===== config.mk =====
export PLATFORM = sky130hd
export DESIGN_NAME = video_timing
export DESIGN_NICKNAME = d
export VERILOG_FILES = /design/src/video_pkg.sv /design/src/video_timing.sv
export SDC_FILE = /design/constraint.sdc
export NUM_CORES = 1
export LEC_CHECK = 0
export ABC_AREA = 1
export BUFFER_PORTS_ARGS = -buffer_cell sky130_fd_sc_hd__clkbuf_2
export CAP_MARGIN = 20
export CORE_MARGIN = 4
export CORE_UTILIZATION = 61
export CTS_CLUSTER_SIZE = 16
export DETAILED_ROUTE_END_ITERATION = 8
export PLACE_DENSITY = 0.83
export SLEW_MARGIN = 0
export SYNTH_ARGS = -nofsm -noshare
export SYNTH_HDL_FRONTEND = slang
export SYNTH_SLANG_ARGS = --single-unit

===== constraint.sdc =====
create_clock -name vclk -period 4.3 [get_ports vclk]
set_clock_uncertainty 0.2 [all_clocks]
set_input_delay 0 -clock vclk [delete_from_list [all_inputs] [get_ports vclk]]
set_output_delay 0 -clock vclk [all_outputs]
set_load 0.01 [all_outputs]

===== src/video_pkg.sv =====
package video_pkg;

    localparam int colidx_w = 4;
    localparam int tram_aw  = 12;   // Word address
    localparam int chram_aw = 11;

    // IO register map, unlisted addresses read zero
    typedef enum logic [3:0] {
        reg_vctrl    = 4'd0,
        reg_vpalsel  = 4'd1,
        reg_vpaldata = 4'd2,
        reg_vline    = 4'd3,
        reg_virqline = 4'd4,
        reg_irqmask  = 4'd5,
        reg_irqstat  = 4'd6
    } reg_addr_e;

    typedef struct packed {
        logic [10:0] hpos;
        logic [9:0]  vpos;
        logic        active;
        logic        hsync;     // Active low
        logic        vsync;     // Active low
        logic        vblank;    // Every non-active line
    } video_timing_s;

    // Syncs inactive, nothing displayed
    localparam video_timing_s timing_idle = '{
        hpos: '0, vpos: '0, active: 1'b0, hsync: 1'b1, vsync: 1'b1, vblank: 1'b0
    };

    typedef struct packed {
        logic invert;           // vctrl[1]
        logic text_enable;      // vctrl[0]
    } video_ctrl_s;

    typedef struct packed {
        logic [3:0] idx;
        logic       high;       // Red nibble, else green/blue byte
        logic [7:0] data;
        logic       wren;
    } pal_wr_s;

endpackage


===== src/video_timing.sv =====
module video_timing #(
    parameter int h_active = 640,
    parameter int h_front  = 16,
    parameter int h_sync   = 96,
    parameter int h_back   = 48,
    parameter int v_active = 480,
    parameter int v_front  = 10,
    parameter int v_sync   = 2,
    parameter int v_back   = 33
) (
    input  logic                     vclk,
    input  logic                     reset,
    output video_pkg::video_timing_s timing
);
    import video_pkg::*;

    localparam int h_total = h_active + h_front + h_sync + h_back;
    localparam int v_total = v_active + v_front + v_sync + v_back;

    typedef enum logic [1:0] {h_active_ph, h_front_ph, h_sync_ph, h_back_ph} h_phase_e;

    h_phase_e    h_ph;
    logic [10:0] h_cnt;
    logic [9:0]  v_cnt;
    logic        h_last;
    logic        v_in_sync;

    assign h_last    = (h_cnt == 11'(h_total - 1));
    assign v_in_sync = (v_cnt >= 10'(v_active + v_front)) &&
                       (v_cnt < 10'(v_active + v_front + v_sync));

    always_ff @(posedge vclk or posedge reset) begin
        if (reset) begin
            h_cnt <= '0;
            v_cnt <= '0;
            h_ph  <= h_active_ph;
        end else begin
            if (h_last) begin
                h_cnt <= '0;
                v_cnt <= (v_cnt == 10'(v_total - 1)) ? '0 : v_cnt + 10'd1;
            end else begin
                h_cnt <= h_cnt + 11'd1;
            end
            // Phase follows the counter, one boundary at a time
            case (h_ph)
                h_active_ph: if (h_cnt == 11'(h_active - 1)) h_ph <= h_front_ph;
                h_front_ph:  if (h_cnt == 11'(h_active + h_front - 1)) h_ph <= h_sync_ph;
                h_sync_ph:   if (h_cnt == 11'(h_active + h_front + h_sync - 1)) h_ph <= h_back_ph;
                h_back_ph:   if (h_last) h_ph <= h_active_ph;
                default:     h_ph <= h_active_ph;
            endcase
        end
    end

    always_ff @(posedge vclk or posedge reset) begin
        if (reset) begin
            timing <= timing_idle;
        end else begin
            timing.hpos   <= h_cnt;
            timing.vpos   <= v_cnt;
            timing.active <= (h_ph == h_active_ph) && (v_cnt < 10'(v_active));
            timing.hsync  <= (h_ph != h_sync_ph);
            timing.vsync  <= !v_in_sync;
            timing.vblank <= (v_cnt >= 10'(v_active));
        end
    end

    assert property (@(posedge vclk) disable iff (reset) timing.hpos < 11'(h_total))
        else $error("hpos beyond horizontal total");

endmodule


Word level (Yosys, flattened, before mapping)
Cells that the tools add are included.
{"block": "op_classes", "addsub": 2, "magnitude_cmp": 4, "eq_ne": 13, "n_mux": 7, "reduce_logical": 5}
{"operator": "== test 11 x 10 -> 1 bit, second input constant", "count": 4}
{"operator": "greater-or-equal comparator 10 x 9 -> 1 bit, second input constant", "count": 2}
{"operator": "< comparator 10 x 9 -> 1 bit, second input constant", "count": 2}
{"operator": "adder 11 x 1 -> 11 bit, second input constant", "count": 1}
{"operator": "two-way mux 11 bit", "count": 1}
{"operator": "adder 10 x 1 -> 10 bit, second input constant", "count": 1}
{"operator": "== test 10 bit, second input constant", "count": 1}
{"operator": "two-way mux 10 bit", "count": 1}
{"operator": "inequality test 2 bit, second input constant", "count": 5}
{"operator": "two-way mux 2 bit", "count": 4}
{"operator": "case mux 2 bit (4 select lines)", "count": 1}
{"operator": "== test 2 bit, second input constant", "count": 2}
{"operator": "AND reduction 4 bit", "count": 1}
{"operator": "== test 2 x 1 -> 1 bit, second input constant", "count": 1}
{"operator": "logical AND 1 bit", "count": 2}
{"operator": "logical NOT 2 bit", "count": 1}
{"operator": "logical NOT 1 bit", "count": 1}
{"block": "totals", "ff_bits": 48, "wordCells": 40}

Logic depth before layout (Yosys ltp)
Gate-level depths: netlist of run 1.
{"block": "depth", "word_depth": 3, "depth_mapped": 10, "depth_no_buf": 10}

Worst setup path before layout of run 1
OpenSTA, ideal clock, no wires.
{"block": "synth_path", "path_kind": "reg-to-reg", "start": "register h_cnt[0]", "end": "register h_ph[0]", "arrival_time_ns": 1.229, "required_ns": 3.983, "slack_ns": 2.754, "stages_incl_launch_ff": 9, "n_path_buf": 0, "period_less_slack_ns": 1.546, "cell_sequence": "dfrtp_1 ha_1 nand2_2 nor2_4 nand3_2 nand2_2 nand3_1 nand2_1 nand2_1"}
{"block": "synth_via", "elab_chain_cells": 3, "word_cells_on_any_way": 9}
{"item": "start: declaration", "line_no": "video_timing.sv:23", "source": "logic [10:0] h_cnt;"}
{"item": "start signal: assignment", "line_no": "video_timing.sv:42", "source": "h_cnt <= h_cnt + 11'd1;"}
{"item": "== test 11 x 10 -> 1 bit, on equally long branches"}
{"item": "inequality test 2 bit (no line)"}
{"item": "AND reduction 4 bit (no line) *"}
{"item": "end signal: assignment", "line_no": "video_timing.sv:48", "source": "h_sync_ph: if (h_cnt == 11'(h_active + h_front + h_sync - 1)) h_ph <= h_back_ph;"}
{"item": "end signal: assignment", "line_no": "video_timing.sv:49", "source": "h_back_ph: if (h_last) h_ph <= h_active_ph;"}
{"item": "end signal: assignment", "line_no": "video_timing.sv:50", "source": "default: h_ph <= h_active_ph;"}
{"item": "end: declaration", "line_no": "video_timing.sv:22", "source": "h_phase_e h_ph;"}
Mark *: on every way between the ends. The rest lies on a longest branch, timed or not.
A chain may end at the register's enable or synchronous reset.

Final worst setup path of run 1
{"block": "layout_path", "start": "register h_cnt[0]", "end": "register v_cnt[3]"}
{"block": "layout_via", "elab_chain_cells": 1}
{"item": "== test 11 x 10 -> 1 bit", "line_no": "video_timing.sv:28", "source": "assign h_last = (h_cnt == 11'(h_total - 1));"}
{"item": "end signal: assignment", "line_no": "video_timing.sv:40", "source": "v_cnt <= (v_cnt == 10'(v_total - 1)) ? '0 : v_cnt + 10'd1;"}
{"item": "end: declaration", "line_no": "video_timing.sv:24", "source": "logic [9:0] v_cnt;"}
No other way between the ends.

==> impl_table.tex, run 1 <==
\begin{tabular}{lr}
\hline
Metric & Value \\
\hline
\multicolumn{2}{l}{\textbf{Route}} \\
\quad Aggregate routed wire length & around 3.6 mm \\
\quad Routed wire length per instance & 11.9 µm \\
\quad Post-DR vias/cell & approximately 5.1 \\
\quad Number of search-and-repair iterations in the first detailed-routing pass & 4 \\
\quad Count of vias placed by the detailed router & approximately 1600 \\
\quad Number of remaining DRC errors & 0 \\
\quad Number of antenna-violating nets in the routed design & 0 \\
\quad DRT iter0 DRCs & 145 \\
\multicolumn{2}{l}{\textbf{Global route}} \\
\quad Global-route met1 utilization & about a quarter \\
\quad Grt met3 use & about 5\% \\
\quad Global-route usage over all layers & around a fifth \\
\quad Wire length of the first global-routing pass & 6.44 mm \\
\quad Total congestion overflow after global routing & 0 \\
\quad Number of antenna violations at the first check in global routing & 0 \\
\quad Met2 Use GR & 29.8\% \\
\quad Via count of the first global-routing pass & 1437 \\
\quad Busiest grt layer & met2 \\
\quad Maximum number of pins on one net before global-route repair & 49 \\
\multicolumn{2}{l}{\textbf{Synth}} \\
\quad Post-synthesis average cell area & slightly above 9 µm² \\
\quad Count of different cell masters after synthesis & 20 \\
\quad Adder and majority cell fraction of the synthesized area & 5.33\% \\
\quad Synth Cell Area & approximately 2100 µm² \\
\quad Synth warn & 0 \\
\quad Share of the synthesized area in the top cell type & 54.5\% \\
\quad Number of cells produced by synthesis & $\sim$230 \\
\quad Register area share after synthesis & $\sim$57\% \\
\quad Largest family of logic cells by synthesized area & simple AND/OR/NAND/NOR gates \\
\quad Flip-flop and latch count after synthesis & 48 \\
\quad Synth top area cells & sky130\_fd\_sc\_hd\_\_dfrtp\_1 (54\%), sky130\_fd\_sc\_hd\_\_nand2\_1 (9.2\%), sky130\_fd\_sc\_hd\_\_inv\_1 (5.9\%), sky130\_fd\_sc\_hd\_\_ha\_1 (5.3\%), sky130\_fd\_sc\_hd\_\_nor2\_1 (3.7\%) \\
\quad XOR/XNOR Fraction of Synth Area & 3.32\% \\
\quad Area fraction in and, or, nand and nor cells after synthesis & 24.5\% \\
\quad Cell type with the highest aggregate area in the netlist & sky130\_fd\_sc\_hd\_\_dfrtp\_1 \\
\quad Net count after synthesis & about 240 \\
\quad Mux share of post-synthesis cell area & 0\% \\
\quad Compound-gate portion of the synthesized area & roughly 3.3\% \\
\multicolumn{2}{l}{\textbf{Placement}} \\
\quad Count of buffers from port buffering & 26 \\
\quad Post-placement cell count & between 200 and 300 \\
\quad Half-perimeter wire length after placement & between 2 and 3 mm \\
\quad Routability congestion estimate & 0.902 \\
\multicolumn{2}{l}{\textbf{Timing}} \\
\quad Setup Total Neg Slack & 0 ns \\
\quad Endpoints failing setup & 0 \\
\quad Unrepaired setup endpoints after global routing & false \\
\quad Worst slew margin relative to its limit & between 30\% and 40\% \\
\quad Max frequency & 0.551 GHz \\
\quad Final hold violations & 0 \\
\quad Final critical-path required period & $\sim$1.8 ns \\
\quad Transition time at the pin with the least slew margin & between 0.9 and 1 ns \\
\quad Slew Viols, Final & 0 \\
\quad Period utilisation layout & approximately 42\% \\
\multicolumn{2}{l}{\textbf{Clock network}} \\
\quad Clock edge transition at the registers on the reported setup and hold paths & around 0.12 ns \\
\quad Deepest clock path buffer count & 2 \\
\quad Buffer count from post-CTS setup fixing & 0 \\
\quad Number of clock buffers inserted by TritonCTS & 5 \\
\quad Clock net sink count & 48 \\
\quad Total of hold buffers inserted after clock tree synthesis & 1 \\
\quad Root Buffer & sky130\_fd\_sc\_hd\_\_clkbuf\_4 \\
\quad Post-cts resize count & 0 \\
\quad Number of levels the H-tree was split into & 2 \\
\quad Clock insertion delay at the later pin of the skew report & between 0.3 and 0.4 ns \\
\quad TritonCTS clock tree & yes \\
\multicolumn{2}{l}{\textbf{Final layout}} \\
\quad Layout fillers & between 200 and 250 \\
\quad Synthesis-to-finish area growth & 12.4\% \\
\quad Final layout net count & 270 \\
\quad Share of layout cells above drive strength 1 & a little under a fifth \\
\quad Commonest cells after routing, fill and taps aside & sky130\_fd\_sc\_hd\_\_nand2\_1 (52), sky130\_fd\_sc\_hd\_\_dfrtp\_1 (46), sky130\_fd\_sc\_hd\_\_inv\_1 (32), sky130\_fd\_sc\_hd\_\_clkbuf\_2 (26), sky130\_fd\_sc\_hd\_\_nor2\_1 (21) \\
\quad Count of non-filler cells in the finished layout & approximately 310 \\
\quad Number of antenna repair diodes & 0 \\
\quad Most common cell after layout, fill and taps aside & sky130\_fd\_sc\_hd\_\_nand2\_1 \\
\multicolumn{2}{l}{\textbf{Die}} \\
\quad Chip Height & 66.9 µm \\
\quad IO Count & 27 \\
\quad Initial cell density of the core & between 60 and 70\% \\
\quad Core Area & between 3000 and 4000 µm² \\
\quad Area enclosed by the die boundary & about 4500 µm² \\
\quad Std cell rows & 21 \\
\quad Width of the die & 66.9 µm \\
\multicolumn{2}{l}{\textbf{Setup path}} \\
\quad Critical Path End Type & flop \\
\quad Setup slack on the worst flop-to-flop path & 2.49 ns \\
\quad Worst flop-to-flop path endpoint & v\_cnt[3]\$\_DFFE\_PP0N\_ \\
\quad Worst reg-to-reg path cell count & 7 \\
\quad WP data arrival & around 1.9 ns \\
\quad Critical Path Fanout Max & 17 \\
\quad Startpoint of the lowest-slack register-to-register path & h\_cnt[0]\$\_DFF\_PP0\_ \\
\quad Critical path startpoint category & flop \\
\quad CP Class & reg2reg \\
\quad Worst path required time & about 4.4 ns \\
\multicolumn{2}{l}{\textbf{Power and ir drop}} \\
\quad Fraction of power consumed by the clock network & about a third \\
\quad Post-route total power & about 0.71 mW \\
\quad LEAKAGE & 1.27 nW \\
\quad Switching power of the nets & 0.136 mW \\
\quad Cell-internal power & about 0.57 mW \\
\quad Max IR drop VDD & roughly 230 µV \\
\quad Seq pwr share & a little under two thirds \\
\quad Fraction of power consumed by combinational cells & about 1.3\% \\
\quad Power per cell area & 299 nW/µm² \\
\quad Switching portion of total power & roughly a fifth \\
\multicolumn{2}{l}{\textbf{Status}} \\
\quad Status & finished, final reports clean \\
\multicolumn{2}{l}{\textbf{Flow run}} \\
\quad Number of maximum-capacitance violations & 0 \\
\multicolumn{2}{l}{\textbf{Min path}} \\
\quad Type of the tightest min-delay check & in2async \\
\hline
\end{tabular}
## critical path: stages, from the launching register on
cell	delay [ns]
sky130_fd_sc_hd__dfrtp_1	0.45
sky130_fd_sc_hd__ha_1	0.25
sky130_fd_sc_hd__nand2_2	0.08
sky130_fd_sc_hd__nor2_4	0.12
sky130_fd_sc_hd__nand3_2	0.09
sky130_fd_sc_hd__nor2_4	0.30
sky130_fd_sc_hd__nand4_1	0.13
sky130_fd_sc_hd__o21ai_0	0.11
## how the worst max path moves through the flow
| stage | endpoint | startpoint | cells after the start | slack (ns) |
|---|---|---|---|---|
| after floorplan | h_ph[0]$_DFFE_PP0P_ | h_cnt[0]$_DFF_PP0_ | 8 | 2.75 |
| after global placement | v_cnt[3]$_DFFE_PP0N_ | h_cnt[0]$_DFF_PP0_ | 7 | 2.57 |
| after detailed placement | v_cnt[9]$_DFFE_PP0N_ | h_cnt[0]$_DFF_PP0_ | 7 | 2.53 |
| after CTS | v_cnt[3]$_DFFE_PP0N_ | h_cnt[0]$_DFF_PP0_ | 7 | 2.50 |
| after global routing | h_ph[1]$_DFFE_PP0P_ | h_ph[0]$_DFFE_PP0P_ | 10 | 2.28 |
| final | v_cnt[3]$_DFFE_PP0N_ | h_cnt[0]$_DFF_PP0_ | 7 | 2.49 |
## stage by stage
stage / hold slack (ns) / setup slack (ns) / utilization [%] / instance area, µm²
4_1_cts: 0.208 / 2.50 / 71.2 / 2380
6_report: 0.171 / 2.49 / 71.2 / 2380
3_3_place_gp: 0.0458 / 2.57 / 68.6 / 2290
5_1_grt: 0.253 / 2.28 / 71.2 / 2380
3_5_place_dp: 0.0431 / 2.53 / 68.6 / 2290
2_1_floorplan: 0.118 / 2.75 / - / 2110
## power by group through the flow
stage	clock, mW	sequential, mW	combinational, mW
2_1_floorplan	0	0.460	0.00659
3_3_place_gp	0	0.460	0.00911
3_5_place_dp	0	0.460	0.00907
4_1_cts	0.262	0.451	0.00979
5_1_grt	0.278	0.452	0.0112
6_report	0.250	0.451	0.00893
## sequential cells by signal, summed over array words and instances, names as in the netlist
signal / count
timing: 25
h_cnt: 11
v_cnt: 10
h_ph: 2
## cell type report
cell class | count | area [µm²] | area share (%)
clock buffers | 6 | 41.3 | 1.74
clock inverters | 2 | 35.0 | 1.47
inverters | 34 | 128 | 5.37
multi-input cells | 143 | 771 | 32.4
flip-flops and latches | 48 | 1200 | 50.7
well taps | 46 | 57.6 | 2.42
repair buffers | 27 | 140 | 5.90
## routing by layer
metal  part of all wire (%)  up-vias  wire [µm]
li1                       -      773          -
met5                      0        -          0
met4                    2.1        0         78
met1                     46      730       1680
met2                     45       49       1650
met3                    6.4        9        233
## cells in the mapped netlist
cell type and count:
sky130_fd_sc_hd__buf_6 1, sky130_fd_sc_hd__dfrtp_1 46, sky130_fd_sc_hd__dfstp_2 2, sky130_fd_sc_hd__ha_1 9, sky130_fd_sc_hd__inv_1 33, sky130_fd_sc_hd__inv_2 1, sky130_fd_sc_hd__nand2_1 52, sky130_fd_sc_hd__nand2_2 2
sky130_fd_sc_hd__nand3_1 13, sky130_fd_sc_hd__nand3_2 3, sky130_fd_sc_hd__nand3b_1 1, sky130_fd_sc_hd__nand4_1 10, sky130_fd_sc_hd__nor2_1 21, sky130_fd_sc_hd__nor2_2 1, sky130_fd_sc_hd__nor2_4 2, sky130_fd_sc_hd__nor3_1 5
sky130_fd_sc_hd__o21ai_0 14, sky130_fd_sc_hd__or2_2 2, sky130_fd_sc_hd__xnor2_1 1, sky130_fd_sc_hd__xor2_1 7
## cells by family after synthesis
kind of cell               count (synthesis)
buffers and inverters                     35
and+or+nand+nor                          112
AOI/OAI and AO/OA                         14
DFF                                       48
adders and majority gates                  9
xor gates and xnor gates                   8
(Power assumes the default switching activity.)
==> run 2: changes to the inputs <==
CORE_UTILIZATION = 51   (was 61)
PLACE_DENSITY = 0.74   (was 0.83)
clock period = 1.58 ns   (was 4.3 ns; I/O delays follow)
==> run 2 against run 1 <==
Compared with the run above:
- the flow now finishes with violations (hold timing, setup timing)
- flip-flop and latch count unchanged
- global-route usage down 1.1 points
- cell count up 12%
- combinational power rose to 3.6 times the previous value
- non-clock buffer count up 33
- sequential power rose to 2.7 times the previous value
==> impl_table.tex, run 2 (synthesized netlist as in run 1, its figures left out) <==
\begin{tabular}{lr}
\hline
Metric & Value \\
\hline
\multicolumn{2}{l}{\textbf{Clock network}} \\
\quad Number of levels the H-tree was split into & 2 (unchanged) \\
\quad TritonCTS clock tree & yes (unchanged) \\
\quad Clock net sink count & 48 (unchanged) \\
\quad Clock insertion delay at the later pin of the skew report & 0.31 ns (was 0.35 ns) \\
\quad Clock edge transition at the registers on the reported setup and hold paths & 0.09 ns (was 0.12 ns) \\
\quad Root Buffer & sky130\_fd\_sc\_hd\_\_clkbuf\_8 (was sky130\_fd\_sc\_hd\_\_clkbuf\_4) \\
\quad Number of clock buffers inserted by TritonCTS & 5 (unchanged) \\
\quad Deepest clock path buffer count & 2 (unchanged) \\
\multicolumn{2}{l}{\textbf{Timing}} \\
\quad Final WS setup & -0.00507 ns (was 2.49 ns) \\
\quad Unrepaired setup endpoints after global routing & true (was false) \\
\quad Period utilisation layout & 100\% (was 42.2\%) \\
\quad Transition time at the pin with the least slew margin & 0.374 ns (was 0.911 ns) \\
\quad Minimum hold slack & -0.00376 ns (was 0.171 ns) \\
\quad Final hold violations & 13 (was 0) \\
\quad Endpoints failing setup & 2 (was 0) \\
\quad Final critical-path required period & 1.59 ns (was 1.81 ns) \\
\quad Slew Viols, Final & 0 (unchanged) \\
\quad Max frequency & 0.631 GHz (was 0.551 GHz) \\
\quad Worst slew margin relative to its limit & 75.1\% (was 39.2\%) \\
\multicolumn{2}{l}{\textbf{Setup path}} \\
\quad Critical path startpoint category & flop (unchanged) \\
\quad Worst reg-to-reg path cell count & 8 (was 7) \\
\quad Critical Path Fanout Max & 13 (was 17) \\
\quad Crit path buf inv count & 1 (was 0) \\
\quad Crit path launch & h\_cnt[0]\$\_DFF\_PP0\_ (unchanged) \\
\quad Category of cells accounting for the largest share of critical-path delay & simple AND/OR/NAND/NOR gates (unchanged) \\
\quad Cell with the largest stage delay on the worst path & sky130\_fd\_sc\_hd\_\_dfrtp\_1 (unchanged) \\
\quad Worst path required time & 1.61 ns (was 4.37 ns) \\
\quad Largest incremental delay on the critical path & 0.40 ns (was 0.45 ns) \\
\quad Critical Path End Type & flop (unchanged) \\
\quad Worst flop-to-flop path endpoint & v\_cnt[6]\$\_DFFE\_PP0N\_ (was v\_cnt[3]\$\_DFFE\_PP0N\_) \\
\quad CP Class & reg2reg (unchanged) \\
\quad Startpoint of the lowest-slack register-to-register path & h\_cnt[0]\$\_DFF\_PP0\_ (unchanged) \\
\quad Setup slack on the worst flop-to-flop path & -0.005 ns (was 2.49 ns) \\
\quad WP data arrival & 1.61 ns (was 1.88 ns) \\
\quad Most common cell type on the critical path & sky130\_fd\_sc\_hd\_\_nor2\_4 (unchanged) \\
\quad Cells along the critical path & ha\_4 -> nand2\_4 -> nor2\_4 -> nand3\_2 -> nor2\_4 -> buf\_12 -> nand3\_1 -> o21ai\_1 (was ha\_1 -> nand2\_2 -> nor2\_4 -> nand3\_2 -> nor2\_4 -> nand4\_1 -> o21ai\_0) \\
\multicolumn{2}{l}{\textbf{Final layout}} \\
\quad Commonest cells after routing, fill and taps aside & sky130\_fd\_sc\_hd\_\_nand2\_1 (51), sky130\_fd\_sc\_hd\_\_dfrtp\_1 (43), sky130\_fd\_sc\_hd\_\_buf\_4 (30), sky130\_fd\_sc\_hd\_\_inv\_1 (29), sky130\_fd\_sc\_hd\_\_clkbuf\_2 (26) (was sky130\_fd\_sc\_hd\_\_nand2\_1 (52), sky130\_fd\_sc\_hd\_\_dfrtp\_1 (46), sky130\_fd\_sc\_hd\_\_inv\_1 (32), sky130\_fd\_sc\_hd\_\_clkbuf\_2 (26), sky130\_fd\_sc\_hd\_\_nor2\_1 (21)) \\
\quad Biggest register & timing (unchanged) \\
\quad Count of non-filler cells in the finished layout & 343 (was 306) \\
\quad Most common cell after layout, fill and taps aside & sky130\_fd\_sc\_hd\_\_nand2\_1 (unchanged) \\
\quad Biggest registers after layout & timing x25, h\_cnt x11, v\_cnt x10 (unchanged) \\
\quad Final layout net count & 303 (was 270) \\
\quad Number of antenna repair diodes & 0 (unchanged) \\
\quad Synthesis-to-finish area growth & 31.1\% (was 12.4\%) \\
\quad Post-route core utilization & 69.3\% (was 71.2\%) \\
\quad Share of layout cells above drive strength 1 & 34.5\% (was 18.1\%) \\
\quad Largest register FFs & 25 (unchanged) \\
\multicolumn{2}{l}{\textbf{Global route}} \\
\quad Global-route usage over all layers & 18.4\% (was 19.5\%) \\
\quad Maximum number of pins on one net before global-route repair & 34 (was 49) \\
\quad Global-route met1 utilization & 25.2\% (was 25.7\%) \\
\quad Via count of the first global-routing pass & 1568 (was 1437) \\
\quad Number of antenna violations at the first check in global routing & 0 (unchanged) \\
\quad Grt met3 use & 5.12\% (was 4.89\%) \\
\quad Wire length of the first global-routing pass & 7.40 mm (was 6.44 mm) \\
\quad Total congestion overflow after global routing & 0 (unchanged) \\
\quad Met2 Use GR & 27.5\% (was 29.8\%) \\
\quad Busiest grt layer & met2 (unchanged) \\
\multicolumn{2}{l}{\textbf{Power and ir drop}} \\
\quad Cell-internal power & 1.59 mW (was 0.574 mW) \\
\quad Switching power of the nets & 0.440 mW (was 0.136 mW) \\
\quad Switching portion of total power & 21.7\% (was 19.2\%) \\
\quad Seq pwr share & 60.5\% (was 63.5\%) \\
\quad Fraction of power consumed by the clock network & 37.9\% (was 35.2\%) \\
\quad Fraction of power consumed by combinational cells & 1.6\% (was 1.3\%) \\
\quad LEAKAGE & 1.47 nW (was 1.27 nW) \\
\quad Max IR drop VDD & 421 µV (was 228 µV) \\
\quad Power per cell area & 733 nW/µm² (was 299 nW/µm²) \\
\multicolumn{2}{l}{\textbf{Die}} \\
\quad Core Area & 4000 µm² (was 3340 µm²) \\
\quad Area enclosed by the die boundary & 5240 µm² (was 4470 µm²) \\
\quad Chip Height & 72.4 µm (was 66.9 µm) \\
\quad Initial cell density of the core & 52.8\% (was 63.3\%) \\
\quad Width of the die & 72.4 µm (was 66.9 µm) \\
\quad IO Count & 27 (unchanged) \\
\quad Std cell rows & 23 (was 21) \\
\multicolumn{2}{l}{\textbf{Placement}} \\
\quad Post-place setup slack & -0.114 ns (was 2.53 ns) \\
\quad Count of buffers from port buffering & 26 (unchanged) \\
\quad Post-placement cell count & 325 (was 297) \\
\quad Routability congestion estimate & 0.895 (was 0.902) \\
\quad Half-perimeter wire length after placement & 2.99 mm (was 2.67 mm) \\
\multicolumn{2}{l}{\textbf{Flow run}} \\
\quad Number of maximum-capacitance violations & 0 (unchanged) \\
\multicolumn{2}{l}{\textbf{Route}} \\
\quad Number of remaining DRC errors & 0 (unchanged) \\
\quad Routed wire length per instance & 12.6 µm (was 11.9 µm) \\
\quad DRT iter0 DRCs & 92 (was 145) \\
\quad Number of antenna-violating nets in the routed design & 0 (unchanged) \\
\quad Count of vias placed by the detailed router & 1683 (was 1561) \\
\quad Number of search-and-repair iterations in the first detailed-routing pass & 4 (unchanged) \\
\quad Post-DR vias/cell & 4.91 (was 5.10) \\
\quad Aggregate routed wire length & 4.34 mm (was 3.64 mm) \\
\multicolumn{2}{l}{\textbf{Min path}} \\
\quad Type of the tightest min-delay check & in2async (unchanged) \\
\multicolumn{2}{l}{\textbf{Status}} \\
\quad Violated checks & hold timing, setup timing \\
\quad Status & complete, but fails checks (was finished, final reports clean) \\
\hline
\end{tabular}
## run 2: cell count changes in the layout (fill, tap and decap cells not counted), sizes merged
cell / previous run / this run
clkinv: 1 / 0
bufinv: 1 / 0
buf: 0 / 33
clkinvlp: 0 / 2
## run 2: how the worst max path moves through the flow
stage | end | slack [ns] | depth (start not counted)
floorplan | h_ph[0]$_DFFE_PP0P_ | 0.03 | 8
global placement | h_ph[0]$_DFFE_PP0P_ | -0.07 | 8
detailed placement | h_ph[1]$_DFFE_PP0P_ | -0.11 | 8
CTS | v_cnt[6]$_DFFE_PP0N_ | -0.007 | 8
global route | v_cnt[3]$_DFFE_PP0N_ | -0.12 | 8
finish | v_cnt[6]$_DFFE_PP0N_ | -0.005 | 8
## run 2: what timing repair did
item	4_1_cts	5_1_grt
hold buffers	1	0
pin swaps	3	6
setup endpoints to repair	8	20
resized for setup	8	22
endpoints found under the hold margin	46	0
buffers inserted	5	4
## run 2: per-stage QoR
| step | instance area [µm²] | setup TNS [ns] | power, mW |
|---|---|---|---|
| after floorplan | 2110 | 0 | 1.27 |
| after global placement | 2510 | -0.132 | 1.28 |
| after detailed placement | 2510 | -0.213 | 1.28 |
| after CTS | 2670 | -0.0196 | 2.04 |
| after global routing | 2770 | -1.01 | 2.11 |
| final | 2770 | -0.00714 | 2.03 |
## run 2: worst register-to-register path: cells and delay by family (launching register included)
| family | cells | cell delay (ns) |
|---|---|---|
| and+or+nand+nor | 5 | 0.50 |
| DFF | 1 | 0.40 |
| adders and majority gates | 1 | 0.17 |
| buffers and inverters | 1 | 0.15 |
| AOI/OAI and AO/OA | 1 | 0.09 |
## run 2: area by class of cell
cell class | count | area [µm²]
Tap cell | 50 | 62.6
Multi-Input combinational cell | 143 | 850
Clock inverter | 2 | 15.0
Sequential cell | 48 | 1210
Fill cell | 325 | 1230
Clock buffer | 6 | 82.6
Inverter | 34 | 128
Timing Repair Buffer | 60 | 425
## run 2: per-layer routing
| metal | wire length, µm | share of wire [%] |
|---|---|---|
| met1 | 2000 | 46 |
| met2 | 2040 | 47 |
| met4 | 76 | 1.8 |
| met3 | 220 | 5.1 |
| met5 | 0 | 0 |
## run 2: power by group through the flow
stage               Clock (mW)  Sequential [mW]  Combinational [mW]
floorplan                    0             1.25              0.0179
global placement             0             1.25              0.0314
detailed placement           0             1.25              0.0322
CTS                      0.779             1.23              0.0341
global route             0.839             1.23              0.0384
finish                   0.770             1.23              0.0320
==> run 3: changes to the inputs <==
SKIP_CTS_REPAIR_TIMING = 1   (was unset)
SLEW_MARGIN = unset   (was 0)
==> run 3 against run 2 <==
Compared with the run above:
- the flow still finishes with violations (hold timing, setup timing)
- largest power group unchanged
- critical endpoint is now h_ph[1]$_DFFE_PP0P_
- power fell by 0.19%
- worst hold slack improved by 0.0032 ns
- sequential power about the same
- cell count fell by 1.2%
- maximum frequency decreased by 4.8%
- clock-buffer cell count did not move
- non-clock buffer count fell by 4
==> impl_table.tex, run 3 (synthesized netlist as in run 1, its figures left out) <==
\begin{tabular}{lr}
\hline
Metric & Value \\
\hline
\multicolumn{2}{l}{\textbf{Timing}} \\
\quad Worst slew margin relative to its limit & 75.1\% (about the same) \\
\quad Minimum hold slack & -0.000600 ns (was -0.00376 ns) \\
\quad Final critical-path required period & 1.67 ns (was 1.59 ns) \\
\quad Slew Viols, Final & 0 (unchanged) \\
\quad Period utilisation layout & 105\% (was 100\%) \\
\quad Max frequency & 0.600 GHz (was 0.631 GHz) \\
\quad Endpoints failing setup & 14 (was 2) \\
\quad Final hold violations & 4 (was 13) \\
\quad Transition time at the pin with the least slew margin & 0.373 ns (was 0.374 ns) \\
\quad Unrepaired setup endpoints after global routing & true (unchanged) \\
\quad Setup Total Neg Slack & -0.505 ns (was -0.00714 ns) \\
\quad Final WS setup & -0.0856 ns (was -0.00507 ns) \\
\multicolumn{2}{l}{\textbf{Clock network}} \\
\quad Clock net sink count & 48 (unchanged) \\
\quad TritonCTS clock tree & yes (unchanged) \\
\quad Clock edge transition at the registers on the reported setup and hold paths & 0.09 ns (about the same) \\
\quad Number of levels the H-tree was split into & 2 (unchanged) \\
\quad Number of clock buffers inserted by TritonCTS & 5 (unchanged) \\
\quad Deepest clock path buffer count & 2 (unchanged) \\
\quad Root Buffer & sky130\_fd\_sc\_hd\_\_clkbuf\_8 (unchanged) \\
\quad Clock insertion delay at the later pin of the skew report & 0.30 ns (was 0.31 ns) \\
\multicolumn{2}{l}{\textbf{Global route}} \\
\quad Wire length of the first global-routing pass & 7.19 mm (was 7.40 mm) \\
\quad Maximum number of pins on one net before global-route repair & 34 (unchanged) \\
\quad Met2 Use GR & 26.8\% (was 27.5\%) \\
\quad Total congestion overflow after global routing & 0 (unchanged) \\
\quad Global-route usage over all layers & 17.9\% (was 18.4\%) \\
\quad Number of antenna violations at the first check in global routing & 0 (unchanged) \\
\quad Grt met3 use & 4.85\% (was 5.12\%) \\
\quad Via count of the first global-routing pass & 1521 (was 1568) \\
\quad Global-route met1 utilization & 24.9\% (was 25.2\%) \\
\quad Busiest grt layer & met2 (unchanged) \\
\multicolumn{2}{l}{\textbf{Route}} \\
\quad Post-DR vias/cell & 4.95 (was 4.91) \\
\quad Aggregate routed wire length & 4.24 mm (was 4.34 mm) \\
\quad Routed wire length per instance & 12.5 µm (was 12.6 µm) \\
\quad Number of remaining DRC errors & 0 (unchanged) \\
\quad Number of search-and-repair iterations in the first detailed-routing pass & 4 (unchanged) \\
\quad Count of vias placed by the detailed router & 1679 (was 1683) \\
\quad Number of antenna-violating nets in the routed design & 0 (unchanged) \\
\quad DRT iter0 DRCs & 103 (was 92) \\
\multicolumn{2}{l}{\textbf{Final layout}} \\
\quad Post-route core utilization & 67.3\% (was 69.3\%) \\
\quad Final layout net count & 299 (was 303) \\
\quad Non-Filler Cell Area, Final & 2690 µm² (was 2770 µm²) \\
\quad Layout fillers & 342 (was 325) \\
\quad Share of layout cells above drive strength 1 & 30.4\% (was 34.5\%) \\
\quad Commonest cells after routing, fill and taps aside & sky130\_fd\_sc\_hd\_\_nand2\_1 (52), sky130\_fd\_sc\_hd\_\_dfrtp\_1 (44), sky130\_fd\_sc\_hd\_\_inv\_1 (31), sky130\_fd\_sc\_hd\_\_clkbuf\_2 (26), sky130\_fd\_sc\_hd\_\_buf\_4 (26) (was sky130\_fd\_sc\_hd\_\_nand2\_1 (51), sky130\_fd\_sc\_hd\_\_dfrtp\_1 (43), sky130\_fd\_sc\_hd\_\_buf\_4 (30), sky130\_fd\_sc\_hd\_\_inv\_1 (29), sky130\_fd\_sc\_hd\_\_clkbuf\_2 (26)) \\
\quad Biggest register & timing (unchanged) \\
\quad Biggest registers after layout & timing x25, h\_cnt x11, v\_cnt x10 (unchanged) \\
\quad Number of antenna repair diodes & 0 (unchanged) \\
\quad Most common cell after layout, fill and taps aside & sky130\_fd\_sc\_hd\_\_nand2\_1 (unchanged) \\
\quad Count of non-filler cells in the finished layout & 339 (was 343) \\
\quad Synthesis-to-finish area growth & 27.4\% (was 31.1\%) \\
\quad Largest register FFs & 25 (unchanged) \\
\multicolumn{2}{l}{\textbf{Power and ir drop}} \\
\quad Max IR drop VDD & 422 µV (was 421 µV) \\
\quad LEAKAGE & 1.43 nW (was 1.47 nW) \\
\quad Power per cell area & 752 nW/µm² (was 733 nW/µm²) \\
\multicolumn{2}{l}{\textbf{Die}} \\
\quad Chip Height & 72.4 µm (unchanged) \\
\quad IO Count & 27 (unchanged) \\
\quad Std cell rows & 23 (unchanged) \\
\quad Area enclosed by the die boundary & 5240 µm² (unchanged) \\
\quad Core Area & 4000 µm² (unchanged) \\
\quad Width of the die & 72.4 µm (unchanged) \\
\quad Initial cell density of the core & 52.8\% (unchanged) \\
\multicolumn{2}{l}{\textbf{Setup path}} \\
\quad Critical path startpoint category & flop (unchanged) \\
\quad Startpoint of the lowest-slack register-to-register path & h\_cnt[1]\$\_DFF\_PP0\_ (was h\_cnt[0]\$\_DFF\_PP0\_) \\
\quad Worst flop-to-flop path endpoint & h\_ph[1]\$\_DFFE\_PP0P\_ (was v\_cnt[6]\$\_DFFE\_PP0N\_) \\
\quad WP data arrival & 1.67 ns (was 1.61 ns) \\
\quad Critical Path End Type & flop (unchanged) \\
\quad Worst path required time & 1.58 ns (was 1.61 ns) \\
\quad Worst reg-to-reg path cell count & 9 (was 8) \\
\quad Critical Path Fanout Max & 3 (was 13) \\
\quad Setup slack on the worst flop-to-flop path & -0.09 ns (was -0.005 ns) \\
\quad CP Class & reg2reg (unchanged) \\
\quad Crit path launch & h\_cnt[1]\$\_DFF\_PP0\_ (was h\_cnt[0]\$\_DFF\_PP0\_) \\
\multicolumn{2}{l}{\textbf{Status}} \\
\quad Status & complete, but fails checks (unchanged) \\
\quad Violated checks & hold timing, setup timing (unchanged) \\
\multicolumn{2}{l}{\textbf{Placement}} \\
\quad Half-perimeter wire length after placement & 2.99 mm (unchanged) \\
\quad Post-placement cell count & 325 (unchanged) \\
\quad Count of buffers from port buffering & 26 (unchanged) \\
\quad Routability congestion estimate & 0.895 (unchanged) \\
\quad Placed standard-cell area & 2510 µm² (unchanged) \\
\multicolumn{2}{l}{\textbf{Flow run}} \\
\quad Number of maximum-capacitance violations & 0 (unchanged) \\
\multicolumn{2}{l}{\textbf{Min path}} \\
\quad Type of the tightest min-delay check & in2async (unchanged) \\
\hline
\end{tabular}
## run 3: cell types whose count changed in the layout (fill, tap and decap cells not counted), moves of 2 or more
| cell | before | now |
|---|---|---|
| sky130_fd_sc_hd__buf_4 | 30 | 26 |
| sky130_fd_sc_hd__inv_1 | 29 | 31 |
| sky130_fd_sc_hd__ha_1 | 4 | 7 |
| sky130_fd_sc_hd__inv_2 | 5 | 3 |
| sky130_fd_sc_hd__ha_2 | 4 | 2 |
## run 3: area by class of cell
cell class,instances,area [µm²],area share (%)
Sequential cell,48,1210,44.8
Multi-Input combinational cell,143,803,29.8
Timing Repair Buffer,56,395,14.7
Inverter,34,128,4.74
Clock buffer,6,82.6,3.07
Tap cell,50,62.6,2.32
Clock inverter,2,15.0,0.558
## run 3: per-stage QoR
step	setup WS [ns]	power, mW
6_report	-0.0856	2.03
4_1_cts	-0.134	2.04
2_1_floorplan	0.0340	1.27
3_3_place_gp	-0.0706	1.28
3_5_place_dp	-0.114	1.28
5_1_grt	-0.176	2.11
## run 3: how the worst max path moves through the flow
stage / end / slack, ns / cells after the start
after floorplan: h_ph[0]$_DFFE_PP0P_ / 0.03 / 8
after global placement: h_ph[0]$_DFFE_PP0P_ / -0.07 / 8
after detailed placement: h_ph[1]$_DFFE_PP0P_ / -0.11 / 8
after CTS: h_ph[1]$_DFFE_PP0P_ / -0.13 / 10
after global routing: h_ph[1]$_DFFE_PP0P_ / -0.18 / 9
final: h_ph[1]$_DFFE_PP0P_ / -0.09 / 9
## run 3: critical path: stages (launching register included)
cell and delay (ns):
sky130_fd_sc_hd__dfrtp_1 0.36, sky130_fd_sc_hd__ha_2 0.20, sky130_fd_sc_hd__nand2_2 0.07, sky130_fd_sc_hd__nor2_4 0.14, sky130_fd_sc_hd__buf_4 0.13, sky130_fd_sc_hd__nand3_2 0.12
sky130_fd_sc_hd__nand2_2 0.12, sky130_fd_sc_hd__nand3_2 0.09, sky130_fd_sc_hd__nand2_1 0.08, sky130_fd_sc_hd__nand2_1 0.05
## run 3: report_power, final
| part | switching [mW] | internal (mW) | leakage, nW |
|---|---|---|---|
| Combinational | 0.0245 | 0.00772 | 0.758 |
| Clock | 0.411 | 0.354 | 0.0434 |
| Sequential | 0 | 1.23 | 0.632 |
## run 3: layer usage
| layer | share of wire (%) | up-vias | wire length [µm] |
|---|---|---|---|
| met5 | 0 | - | 0 |
| met4 | 1.7 | 0 | 70 |
| met3 | 7.0 | 7 | 297 |
| met2 | 46 | 56 | 1930 |
| met1 | 46 | 785 | 1940 |
| li1 | - | 831 | - |
